## src/shim_chan_pkg.sv

```systemverilog
// Memory request shim, client channel definitions
// Request and response channels seen by the accelerator-side client.
// Channel 0 carries reads and channel 1 carries writes.

package shim_chan_pkg;

    // ==================================================
    // Field widths
    // ==================================================

    // One data word moved by a read or a write
    typedef logic [31:0] data_t;

    // Word address into the 16-word target memory
    typedef logic [3:0] addr_t;

    // Request tag, echoed unchanged in the matching response
    typedef logic [3:0] tag_t;

    // ==================================================
    // Transmit channels, client toward memory
    // ==================================================

    // Read request on channel 0
    typedef struct packed {
        logic  valid;
        tag_t  tag;
        addr_t addr;
    } c0_tx_t;

    // Write request on channel 1
    typedef struct packed {
        logic  valid;
        tag_t  tag;
        addr_t addr;
        data_t data;
    } c1_tx_t;

    // ==================================================
    // Receive channels, memory toward client
    // ==================================================

    // Read response, tag of the request plus the word read
    typedef struct packed {
        logic  valid;
        tag_t  tag;
        data_t data;
    } c0_rx_t;

    // Write response, only the tag comes back
    typedef struct packed {
        logic valid;
        tag_t tag;
    } c1_rx_t;

endpackage
```

## src/shim_cfg_pkg.sv

```systemverilog
// Memory request shim, configuration and memory-side definitions
// Default buffer sizing and the request format used between the
// request issuer and the memory target.

package shim_cfg_pkg;

    // Depth of the lock-step request buffer in entries
    localparam int DEF_N_ENTRIES = 6;

    // Almost-full rises when this many slots or fewer are free
    localparam int DEF_THRESHOLD = 4;

    // ==================================================
    // Memory-side request
    // ==================================================

    // Operation carried by one req/ack handshake
    typedef enum logic {
        MEM_READ,
        MEM_WRITE
    } mem_op_e;

    // Data is ignored by the target for a read
    typedef struct packed {
        mem_op_e              op;
        shim_chan_pkg::tag_t  tag;
        shim_chan_pkg::addr_t addr;
        shim_chan_pkg::data_t data;
    } mem_req_t;

endpackage

```

## src/mpf_lockstep_top.sv

```systemverilog
// Memory request shim, top level
// Lock-step buffer, request issuer and memory target joined together.
// The client sees valid plus almost-full on transmit and bare response
// pulses on receive.

module mpf_lockstep_top #(
    parameter int N_ENTRIES = shim_cfg_pkg::DEF_N_ENTRIES,
    parameter int THRESHOLD = shim_cfg_pkg::DEF_THRESHOLD
) (
    input  logic                  clk,
    input  logic                  rst_n,
    input  shim_chan_pkg::c0_tx_t c0_tx,
    input  shim_chan_pkg::c1_tx_t c1_tx,
    output logic                  almost_full,
    output shim_chan_pkg::c0_rx_t c0_rx,
    output shim_chan_pkg::c1_rx_t c1_rx
);

    import shim_chan_pkg::*;
    import shim_cfg_pkg::*;

    // Buffer head toward the issuer
    c0_tx_t   head_c0;
    c1_tx_t   head_c1;
    logic     deq;

    // Four-phase link between issuer and target
    mem_req_t mem_req;
    logic     req;
    logic     ack;

    // Responses from the target, routed back through the buffer
    c0_rx_t   c0_rx_mem;
    c1_rx_t   c1_rx_mem;

    shim_buffer_lockstep #(
        .N_ENTRIES   (N_ENTRIES),
        .THRESHOLD   (THRESHOLD)
    ) u_buf (
        .clk         (clk),
        .rst_n       (rst_n),
        .c0_tx       (c0_tx),
        .c1_tx       (c1_tx),
        .almost_full (almost_full),
        .head_c0     (head_c0),
        .head_c1     (head_c1),
        .deq         (deq),
        .c0_rx_in    (c0_rx_mem),
        .c1_rx_in    (c1_rx_mem),
        .c0_rx       (c0_rx),
        .c1_rx       (c1_rx)
    );

    tx_issuer u_issuer (
        .clk     (clk),
        .rst_n   (rst_n),
        .head_c0 (head_c0),
        .head_c1 (head_c1),
        .deq     (deq),
        .mem_req (mem_req),
        .req     (req),
        .ack     (ack)
    );

    mem_target u_mem (
        .clk     (clk),
        .rst_n   (rst_n),
        .mem_req (mem_req),
        .req     (req),
        .ack     (ack),
        .c0_rx   (c0_rx_mem),
        .c1_rx   (c1_rx_mem)
    );

endmodule

```

## src/mem_target.sv

```systemverilog
// Memory target
// A 16-word register memory served over a four-phase req/ack
// handshake. Each access produces a one-cycle response pulse on the
// matching receive channel.

module mem_target (
    input  logic                   clk,
    input  logic                   rst_n,
    input  shim_cfg_pkg::mem_req_t mem_req,
    input  logic                   req,
    output logic                   ack,
    output shim_chan_pkg::c0_rx_t  c0_rx,
    output shim_chan_pkg::c1_rx_t  c1_rx
);

    import shim_chan_pkg::*;
    import shim_cfg_pkg::*;

    // One word per address value
    localparam int N_WORDS = 2 ** $bits(addr_t);

    data_t mem [N_WORDS];

    logic access;

    // New request is seen on the first edge with req high and ack low.
    // Ack stays high until req drops, so each handshake gives one access
    assign access = req && !ack;

    // ==================================================
    // Handshake, storage and responses
    // ==================================================

    always_ff @(posedge clk or negedge rst_n) begin
        if (!rst_n) begin
            // Memory contents start at zero
            mem   <= '{default: '0};
            ack   <= 1'b0;
            c0_rx <= '0;
            c1_rx <= '0;
        end else begin
            // Ack follows req one cycle later, both on rise and on fall
            ack <= req;

            // Responses are pulses, cleared unless an access happens now
            c0_rx <= '0;
            c1_rx <= '0;

            if (access) begin
                if (mem_req.op == MEM_WRITE) begin
                    mem[mem_req.addr] <= mem_req.data;
                    c1_rx <= '{valid: 1'b1, tag: mem_req.tag};
                end else begin
                    // Read sees the stored word before any update in this cycle
                    c0_rx <= '{valid: 1'b1, tag: mem_req.tag,
                               data: mem[mem_req.addr]};
                end
            end
        end
    end

endmodule

```

## src/tx_issuer.sv

```systemverilog
// Request issuer
// Drains the lock-step buffer one entry at a time. The write of an
// entry is issued before its read, each over a four-phase req/ack
// handshake, and the entry is dequeued once both are done.

module tx_issuer (
    input  logic                    clk,
    input  logic                    rst_n,
    input  shim_chan_pkg::c0_tx_t   head_c0,
    input  shim_chan_pkg::c1_tx_t   head_c1,
    output logic                    deq,
    output shim_cfg_pkg::mem_req_t  mem_req,
    output logic                    req,
    input  logic                    ack
);

    import shim_cfg_pkg::*;

    typedef enum logic [1:0] {
        ST_IDLE,
        ST_WRITE,
        ST_READ,
        ST_RELEASE
    } state_e;

    state_e state;
    state_e state_next;

    logic hs_done;
    logic load_wr;
    logic load_rd;

    // Handshake is finished once req is down and the target has
    // answered by dropping ack
    assign hs_done = !req && !ack;

    // Start the write whenever the head entry carries one
    assign load_wr = (state == ST_IDLE) && head_c1.valid;

    // The read starts from idle for a read-only entry, or right
    // after the write handshake of a mixed entry
    assign load_rd = ((state == ST_IDLE) && !head_c1.valid && head_c0.valid)
                  || ((state == ST_WRITE) && hs_done && head_c0.valid);

    // Single-cycle pulse that retires the head entry
    assign deq = (state == ST_RELEASE);

    // ==================================================
    // Phase sequencing
    // ==================================================

    always_comb begin
        state_next = state;
        case (state)
            ST_IDLE: begin
                if (head_c1.valid) begin
                    state_next = ST_WRITE;
                end else if (head_c0.valid) begin
                    state_next = ST_READ;
                end
            end
            ST_WRITE: begin
                // Skip the read phase when channel 0 was idle
                if (hs_done) begin
                    state_next = head_c0.valid ? ST_READ : ST_RELEASE;
                end
            end
            ST_READ: begin
                if (hs_done) begin
                    state_next = ST_RELEASE;
                end
            end
            default: state_next = ST_IDLE;
        endcase
    end

    always_ff @(posedge clk or negedge rst_n) begin
        if (!rst_n) begin
            state <= ST_IDLE;
            req   <= 1'b0;
        end else begin
            state <= state_next;
            // req rises together with the new mem_req and falls once ack is seen
            if (load_wr || load_rd) begin
                req <= 1'b1;
            end else if (ack) begin
                req <= 1'b0;
            end
        end
    end

    // Request payload changes only at the start of a handshake,
    // when ack is already low
    always_ff @(posedge clk) begin
        if (load_wr) begin
            mem_req <= '{op: MEM_WRITE, tag: head_c1.tag, addr: head_c1.addr,
                         data: head_c1.data};
        end else if (load_rd) begin
            mem_req <= '{op: MEM_READ, tag: head_c0.tag, addr: head_c0.addr,
                         data: '0};
        end
    end

endmodule

```

## src/shim_buffer_lockstep.sv

```systemverilog
// Lock-step request buffer
// Holds the read and write requests of one cycle together in a single
// FIFO entry so read/write ordering is kept. Receive channels have no
// back-pressure and pass straight through toward the client.

module shim_buffer_lockstep #(
    parameter int N_ENTRIES,
    parameter int THRESHOLD
) (
    input  logic                  clk,
    input  logic                  rst_n,

    // Client-side transmit channels and their flow control
    input  shim_chan_pkg::c0_tx_t c0_tx,
    input  shim_chan_pkg::c1_tx_t c1_tx,
    output logic                  almost_full,

    // Buffered head toward the issuer, moved only by deq
    output shim_chan_pkg::c0_tx_t head_c0,
    output shim_chan_pkg::c1_tx_t head_c1,
    input  logic                  deq,

    // Receive channels from the memory target and toward the client
    input  shim_chan_pkg::c0_rx_t c0_rx_in,
    input  shim_chan_pkg::c1_rx_t c1_rx_in,
    output shim_chan_pkg::c0_rx_t c0_rx,
    output shim_chan_pkg::c1_rx_t c1_rx
);

    import shim_chan_pkg::*;

    // ==================================================
    // Transmit buffer
    // ==================================================

    localparam int C0_BITS = $bits(c0_tx_t);
    localparam int C1_BITS = $bits(c1_tx_t);
    localparam int TX_BITS = C0_BITS + C1_BITS;

    logic               enq_en;
    logic               not_empty;
    logic [TX_BITS-1:0] first;
    c0_tx_t             c0_first;
    c1_tx_t             c1_first;

    // A request on either channel claims a whole entry. The idle channel
    // is stored too, with its valid bit clear
    assign enq_en = c0_tx.valid || c1_tx.valid;

    // Field order here must match the concatenation on enq_data
    assign {c0_first, c1_first} = first;

    // Valid bits mean nothing while the FIFO is empty, so hide stale
    // contents of the head slot from the issuer
    always_comb begin
        head_c0       = c0_first;
        head_c0.valid = c0_first.valid && not_empty;
        head_c1       = c1_first;
        head_c1.valid = c1_first.valid && not_empty;
    end

    lockstep_fifo #(
        .N_DATA_BITS (TX_BITS),
        .N_ENTRIES   (N_ENTRIES),
        .THRESHOLD   (THRESHOLD)
    ) u_fifo (
        .clk         (clk),
        .rst_n       (rst_n),
        .enq_data    ({c0_tx, c1_tx}),
        .enq_en      (enq_en),
        .almost_full (almost_full),
        .first       (first),
        .not_empty   (not_empty),
        .deq_en      (deq)
    );

    // Responses are latency sensitive and go to the client unchanged
    assign c0_rx = c0_rx_in;
    assign c1_rx = c1_rx_in;

endmodule

```

## src/lockstep_fifo.sv

```systemverilog
// Register-based FIFO with an almost-full threshold
// The head entry is visible on first without being removed.
// Almost-full is a registered flag derived from the free-slot count.

module lockstep_fifo #(
    parameter int N_DATA_BITS,
    parameter int N_ENTRIES,
    parameter int THRESHOLD
) (
    input  logic                   clk,
    input  logic                   rst_n,
    input  logic [N_DATA_BITS-1:0] enq_data,
    input  logic                   enq_en,
    output logic                   almost_full,
    output logic [N_DATA_BITS-1:0] first,
    output logic                   not_empty,
    input  logic                   deq_en
);

    localparam int PTR_BITS = (N_ENTRIES > 1) ? $clog2(N_ENTRIES) : 1;
    localparam int CNT_BITS = $clog2(N_ENTRIES + 1);

    // Entry storage, plain registers with no reset
    logic [N_DATA_BITS-1:0] storage [N_ENTRIES];

    logic [PTR_BITS-1:0] wr_ptr;
    logic [PTR_BITS-1:0] rd_ptr;
    logic [CNT_BITS-1:0] count;
    logic                full;
    logic                do_enq;
    logic                do_deq;

    // Pointers wrap at N_ENTRIES, which need not be a power of two
    function automatic logic [PTR_BITS-1:0] ptr_inc(input logic [PTR_BITS-1:0] ptr);
        ptr_inc = (ptr == PTR_BITS'(N_ENTRIES - 1)) ? '0 : ptr + 1'b1;
    endfunction

    assign full      = (count == CNT_BITS'(N_ENTRIES));
    assign not_empty = (count != '0);

    // An enqueue into a full FIFO is a client error and is dropped here
    // so that the pointers stay consistent
    assign do_enq = enq_en && !full;
    assign do_deq = deq_en && not_empty;

    // Head of the queue, readable without a dequeue
    assign first = storage[rd_ptr];

    always_ff @(posedge clk) begin
        if (do_enq) begin
            storage[wr_ptr] <= enq_data;
        end
    end

    // ==================================================
    // Pointers, occupancy and almost-full
    // ==================================================

    always_ff @(posedge clk or negedge rst_n) begin
        if (!rst_n) begin
            wr_ptr      <= '0;
            rd_ptr      <= '0;
            count       <= '0;
            almost_full <= 1'b0;
        end else begin
            if (do_enq) begin
                wr_ptr <= ptr_inc(wr_ptr);
            end
            if (do_deq) begin
                rd_ptr <= ptr_inc(rd_ptr);
            end

            // Simultaneous enqueue and dequeue leave the count unchanged
            case ({do_enq, do_deq})
                2'b10:   count <= count + 1'b1;
                2'b01:   count <= count - 1'b1;
                default: count <= count;
            endcase

            // Flag lags the occupancy by one register stage
            almost_full <= (N_ENTRIES - int'(count)) <= THRESHOLD;
        end
    end

endmodule

```

## config.mk

```make
export PLATFORM = sky130hd
export DESIGN_NAME = mpf_lockstep_top
export DESIGN_NICKNAME = d
export VERILOG_FILES = /design/src/shim_chan_pkg.sv /design/src/shim_cfg_pkg.sv /design/src/mpf_lockstep_top.sv /design/src/mem_target.sv /design/src/tx_issuer.sv /design/src/shim_buffer_lockstep.sv /design/src/lockstep_fifo.sv
export SDC_FILE = /design/constraint.sdc
export NUM_CORES = 1
export LEC_CHECK = 0
export BUFFER_PORTS_ARGS = -buffer_cell sky130_fd_sc_hd__buf_2
export CAP_MARGIN = 20
export CORE_UTILIZATION = 62
export CTS_CLUSTER_DIAMETER = 150
export DETAILED_ROUTE_END_ITERATION = 12
export PLACE_DENSITY = 0.79
export SLEW_MARGIN = 20
export SYNTH_ARGS = -nofsm -noshare
export SYNTH_HDL_FRONTEND = slang
export SYNTH_SLANG_ARGS = --single-unit
```

## constraint.sdc

```tcl
create_clock -name clk -period 6.7 [get_ports clk]
set_input_delay 0.335 -clock clk [delete_from_list [all_inputs] [get_ports clk]]
set_output_delay 0.335 -clock clk [all_outputs]
set_load 0.005 [all_outputs]
```

==> reports/qor.yml <==
floorplan:
  rows: 89
  die_h_microns: 248.3
  fp.dieW_microns: 248.3
  ios: 95
  start_util_pct: 63.25
  dieArea_sq_um: 61660
  design.core.area_sq_um: 59460
routing:
  drtIter0Drc: 1495
  via_count: 19290
  via_per_inst: 6.361
  remaining_drc_errors: 0
  ant_nets: 0
  drt_pre_antenna_iters: 5
  wirelength_mm: 79.49
  wl_per_cell_microns: 26.21
grt:
  antenna_found_initial: 0
  grt_max_degree: 174
  met1_usage_pct: 38.64
  grtUsageMet3_pct: 3.598
  grt_use_met2_pct: 44.28
  gr-total-overflow: 0
  top_usage_layer: "met2"
  grt_pass1_vias: 20610
  grt_pass1_wl_mm: 123.3
  gr-usage-all-layers_pct: 27.15
setup_path:
  worst_ep_required_time_ps: 6900
  worstPathArrival_ps: 3660
  slowest_delay_ps: 820
  worstPathCellList: "buf_4, mux2_2, a222oi_1, nor3_1, inv_1, nand2_4"
  cp-start-kind: "register"
  crit_family: "buffers and inverters"
  slowest_stage: "dfrtp_4"
  worstSetupEndpointType: "register"
  path_class: "register to register"
  path_max_fanout: 41
  worst-path-buf-inv: 2
clock_network:
  cts_made_buffers: 89
  htreeDepth: 3
  cts.clk_slew.worst_paths_ps: 60
  clock-sinks: 909
  clkLatencyLatePin_ps: 630
  cts_tree: "built"
  cts_root_buf: "clkbuf_16"
  cts_resized: 0
  cts_buffer_depth: 3
hold_path:
  hp-class: "input pin to asynchronous set/reset pin"
sta:
  hold_viol: 0
  worst_slack_ps: 3240
  rsz0062_at_grt: "false"
  setup_viol: 0
  worst_pin_slew_ps: 983.2
  setup-tns-final_ps: 0
  slew_headroom_pct: 34.24
  max_freq_mhz: 289.0
  fin_skew_ps: 17.50
  post-route-period-util_pct: 51.64
  fin_crit_ps: 3460
  drv_slew: 0
cells_and_area:
  drive_gt1_share_pct: 45.04
  area_delta_synth_final_pct: 12.17
  fin_nets: 2247
  final_cell_mix: "dfrtp_1, mux2_2, edfxtp_1"
  layout_commonest_cell: "dfrtp_1"
yosys:
  yosys_warnings: 0
  yosys.area_share.simple_pct: 1.859
  synth_fa_ha_area_share_pct: 0.2195
  synth-seq-area-share_pct: 64.99
  synth_top_family_by_area: "multiplexers"
  syn_inst: 2072
  netlist_area_sq_um: 37610
  synth_compound_area_share_pct: 1.354
  syn_avg_cell_area_sq_um: 18.15
  synth_nets: 2130
  synthXorXnorAreaFrac_pct: 0.1164
  ys_ff_latch: 909
  synth_cell_types: 41
  synth.area.mux_share_pct: 29.39
pwr:
  switchingPower_uw: 5608
  combinationalPowerShare_pct: 27.1
  sw_frac_of_total_pct: 30.39
  p_clk_share_pct: 26.4
  p_leak_uw: 0.01793
  pwr-share-seq_pct: 46.5
  p_int_uw: 12840
  irDropWorstVdd_uv: 409.2
  p_per_area_nw_per_um2: 437.3
placed_design:
  port_buffers: 94
  place.gp.congestion: 0.7597
  dpl_worst_slack_ps: 2870
  hpwl_mm: 41.90
flow_run:
  maxCapViolations: 0
run_status:
  status: "completed"
-- through the flow --
step	cell area, sq um	hold slack (ps)	util (%)	std cells	power [uW]
detailed placement	38820	417.8	65.28	2820	13630
global placement	38790	401.0	65.23	2819	13330
CTS	42180	368.6	70.94	3031	18540
floorplan	37610	39.41	-	2072	12080
global route	42190	413.5	70.95	3031	19280
finish	42190	326.9	70.95	3033	18450
-- metal layers --
| metal | share of wire (%) | wire [microns] | up-vias |
|---|---|---|---|
| li1 | - | - | 8174 |
| met1 | 42 | 33780 | 10430 |
| met2 | 50 | 39990 | 566 |
| met3 | 5.0 | 3969 | 126 |
| met4 | 2.2 | 1751 | 0 |
| met5 | 0 | 0 | - |
-- state kept, by name (all words and copies together), names as in the netlist, 3 cells and up --
signal / cells
u_buf.u_fifo.wr_ptr: 3
u_mem.c0_rx: 37
u_mem.mem: 512
u_issuer.mem_req: 41
u_buf.u_fifo.storage: 300
u_buf.u_fifo.rd_ptr: 3
u_mem.c1_rx: 5
u_buf.u_fifo.count: 3
-- final cells by class --
cell class | instances | area, sq um
clock inverters | 32 | 270.3
diodes | 2 | 5.005
inverters | 11 | 41.29
well taps | 773 | 967.2
multi-input cells | 996 | 12540
repair buffers | 182 | 1339
clock buffers | 128 | 2584
flip-flops and latches | 909 | 24450
fillers | 3652 | 17270
-- what timing repair did --
item | in CTS | in global routing
hold endpoints to repair | 398 | 0
setup buffers | 0 | 0
hold buffers | 51 | 0
-- path summary, 6_finish.rpt --
check | from | end | slack (ps) | depth (start not counted)
max | u_buf.u_fifo.rd_ptr[0]$_DFFE_PN0P_ | u_issuer.mem_req[22]$_SDFFCE_PN0P_ | 3240 | 6
max in group asynchronous | rst_n | u_buf.u_fifo.rd_ptr[0]$_DFFE_PN0P_ | 4790 | 3
max reg2reg | u_buf.u_fifo.rd_ptr[0]$_DFFE_PN0P_ | u_issuer.mem_req[22]$_SDFFCE_PN0P_ | 3240 | 6
min | rst_n | u_mem.c0_rx[36]$_DFF_PN0_ | 330 | 2
min in group clk | u_issuer.req$_DFFE_PN0P_ | u_mem.ack$_DFF_PN0_ | 440 | 0
min reg2reg | u_issuer.req$_DFFE_PN0P_ | u_mem.ack$_DFF_PN0_ | 440 | 0
-- power by group through the flow --
stage | sequential (uW) | combinational (uW) | clock, uW
CTS | 8550 | 5060 | 4940
detailed placement | 8620 | 5000 | 0
finish | 8570 | 5000 | 4880
global route | 8750 | 5370 | 5170
global placement | 8480 | 4850 | 0
floorplan | 8000 | 4080 | 0
-- Yosys cell counts, drive strengths merged --
cell,instances,area (sq um)
nand2,12,45.04
or4,2,15.01
o22ai,1,12.51
inv,11,41.29
or2,1,6.260
xor2,4,35.03
and3,1,6.260
dfrtp,568,14210
buf,89,486.7
and3b,1,8.760
mux2,521,5871
a31oi,11,68.82
edfxtp,340,10210
nand3b,1,7.510
xnor2,1,8.760
nor2b,12,75.07
mux4,208,4684
nand2b,6,37.54
a2bb2oi,1,8.760
a222oi,1,10.01
and2,40,250.2
a211o,1,8.760
clkbuf,67,251.5
ha,5,62.56
a211oi,40,300.3
a21boi,8,60.06
a21oi,3,15.01
nor3,6,40.04
a21o,2,15.01
nand3,4,20.02
mux2i,50,500.5
dfxtp,1,20.02
o21ai,2,10.01
nor2,50,187.7
fa,1,20.02
-- cells by family after synthesis --
group	after synthesis
multiplexers	779
AND/OR/NAND/NOR	136
XOR/XNOR	5
buffers and inverters	167
AO/OA/AOI/OAI	70
flip-flops	909
adder cells (fa/ha/maj)	6
Power figures use the tool's default switching activity.
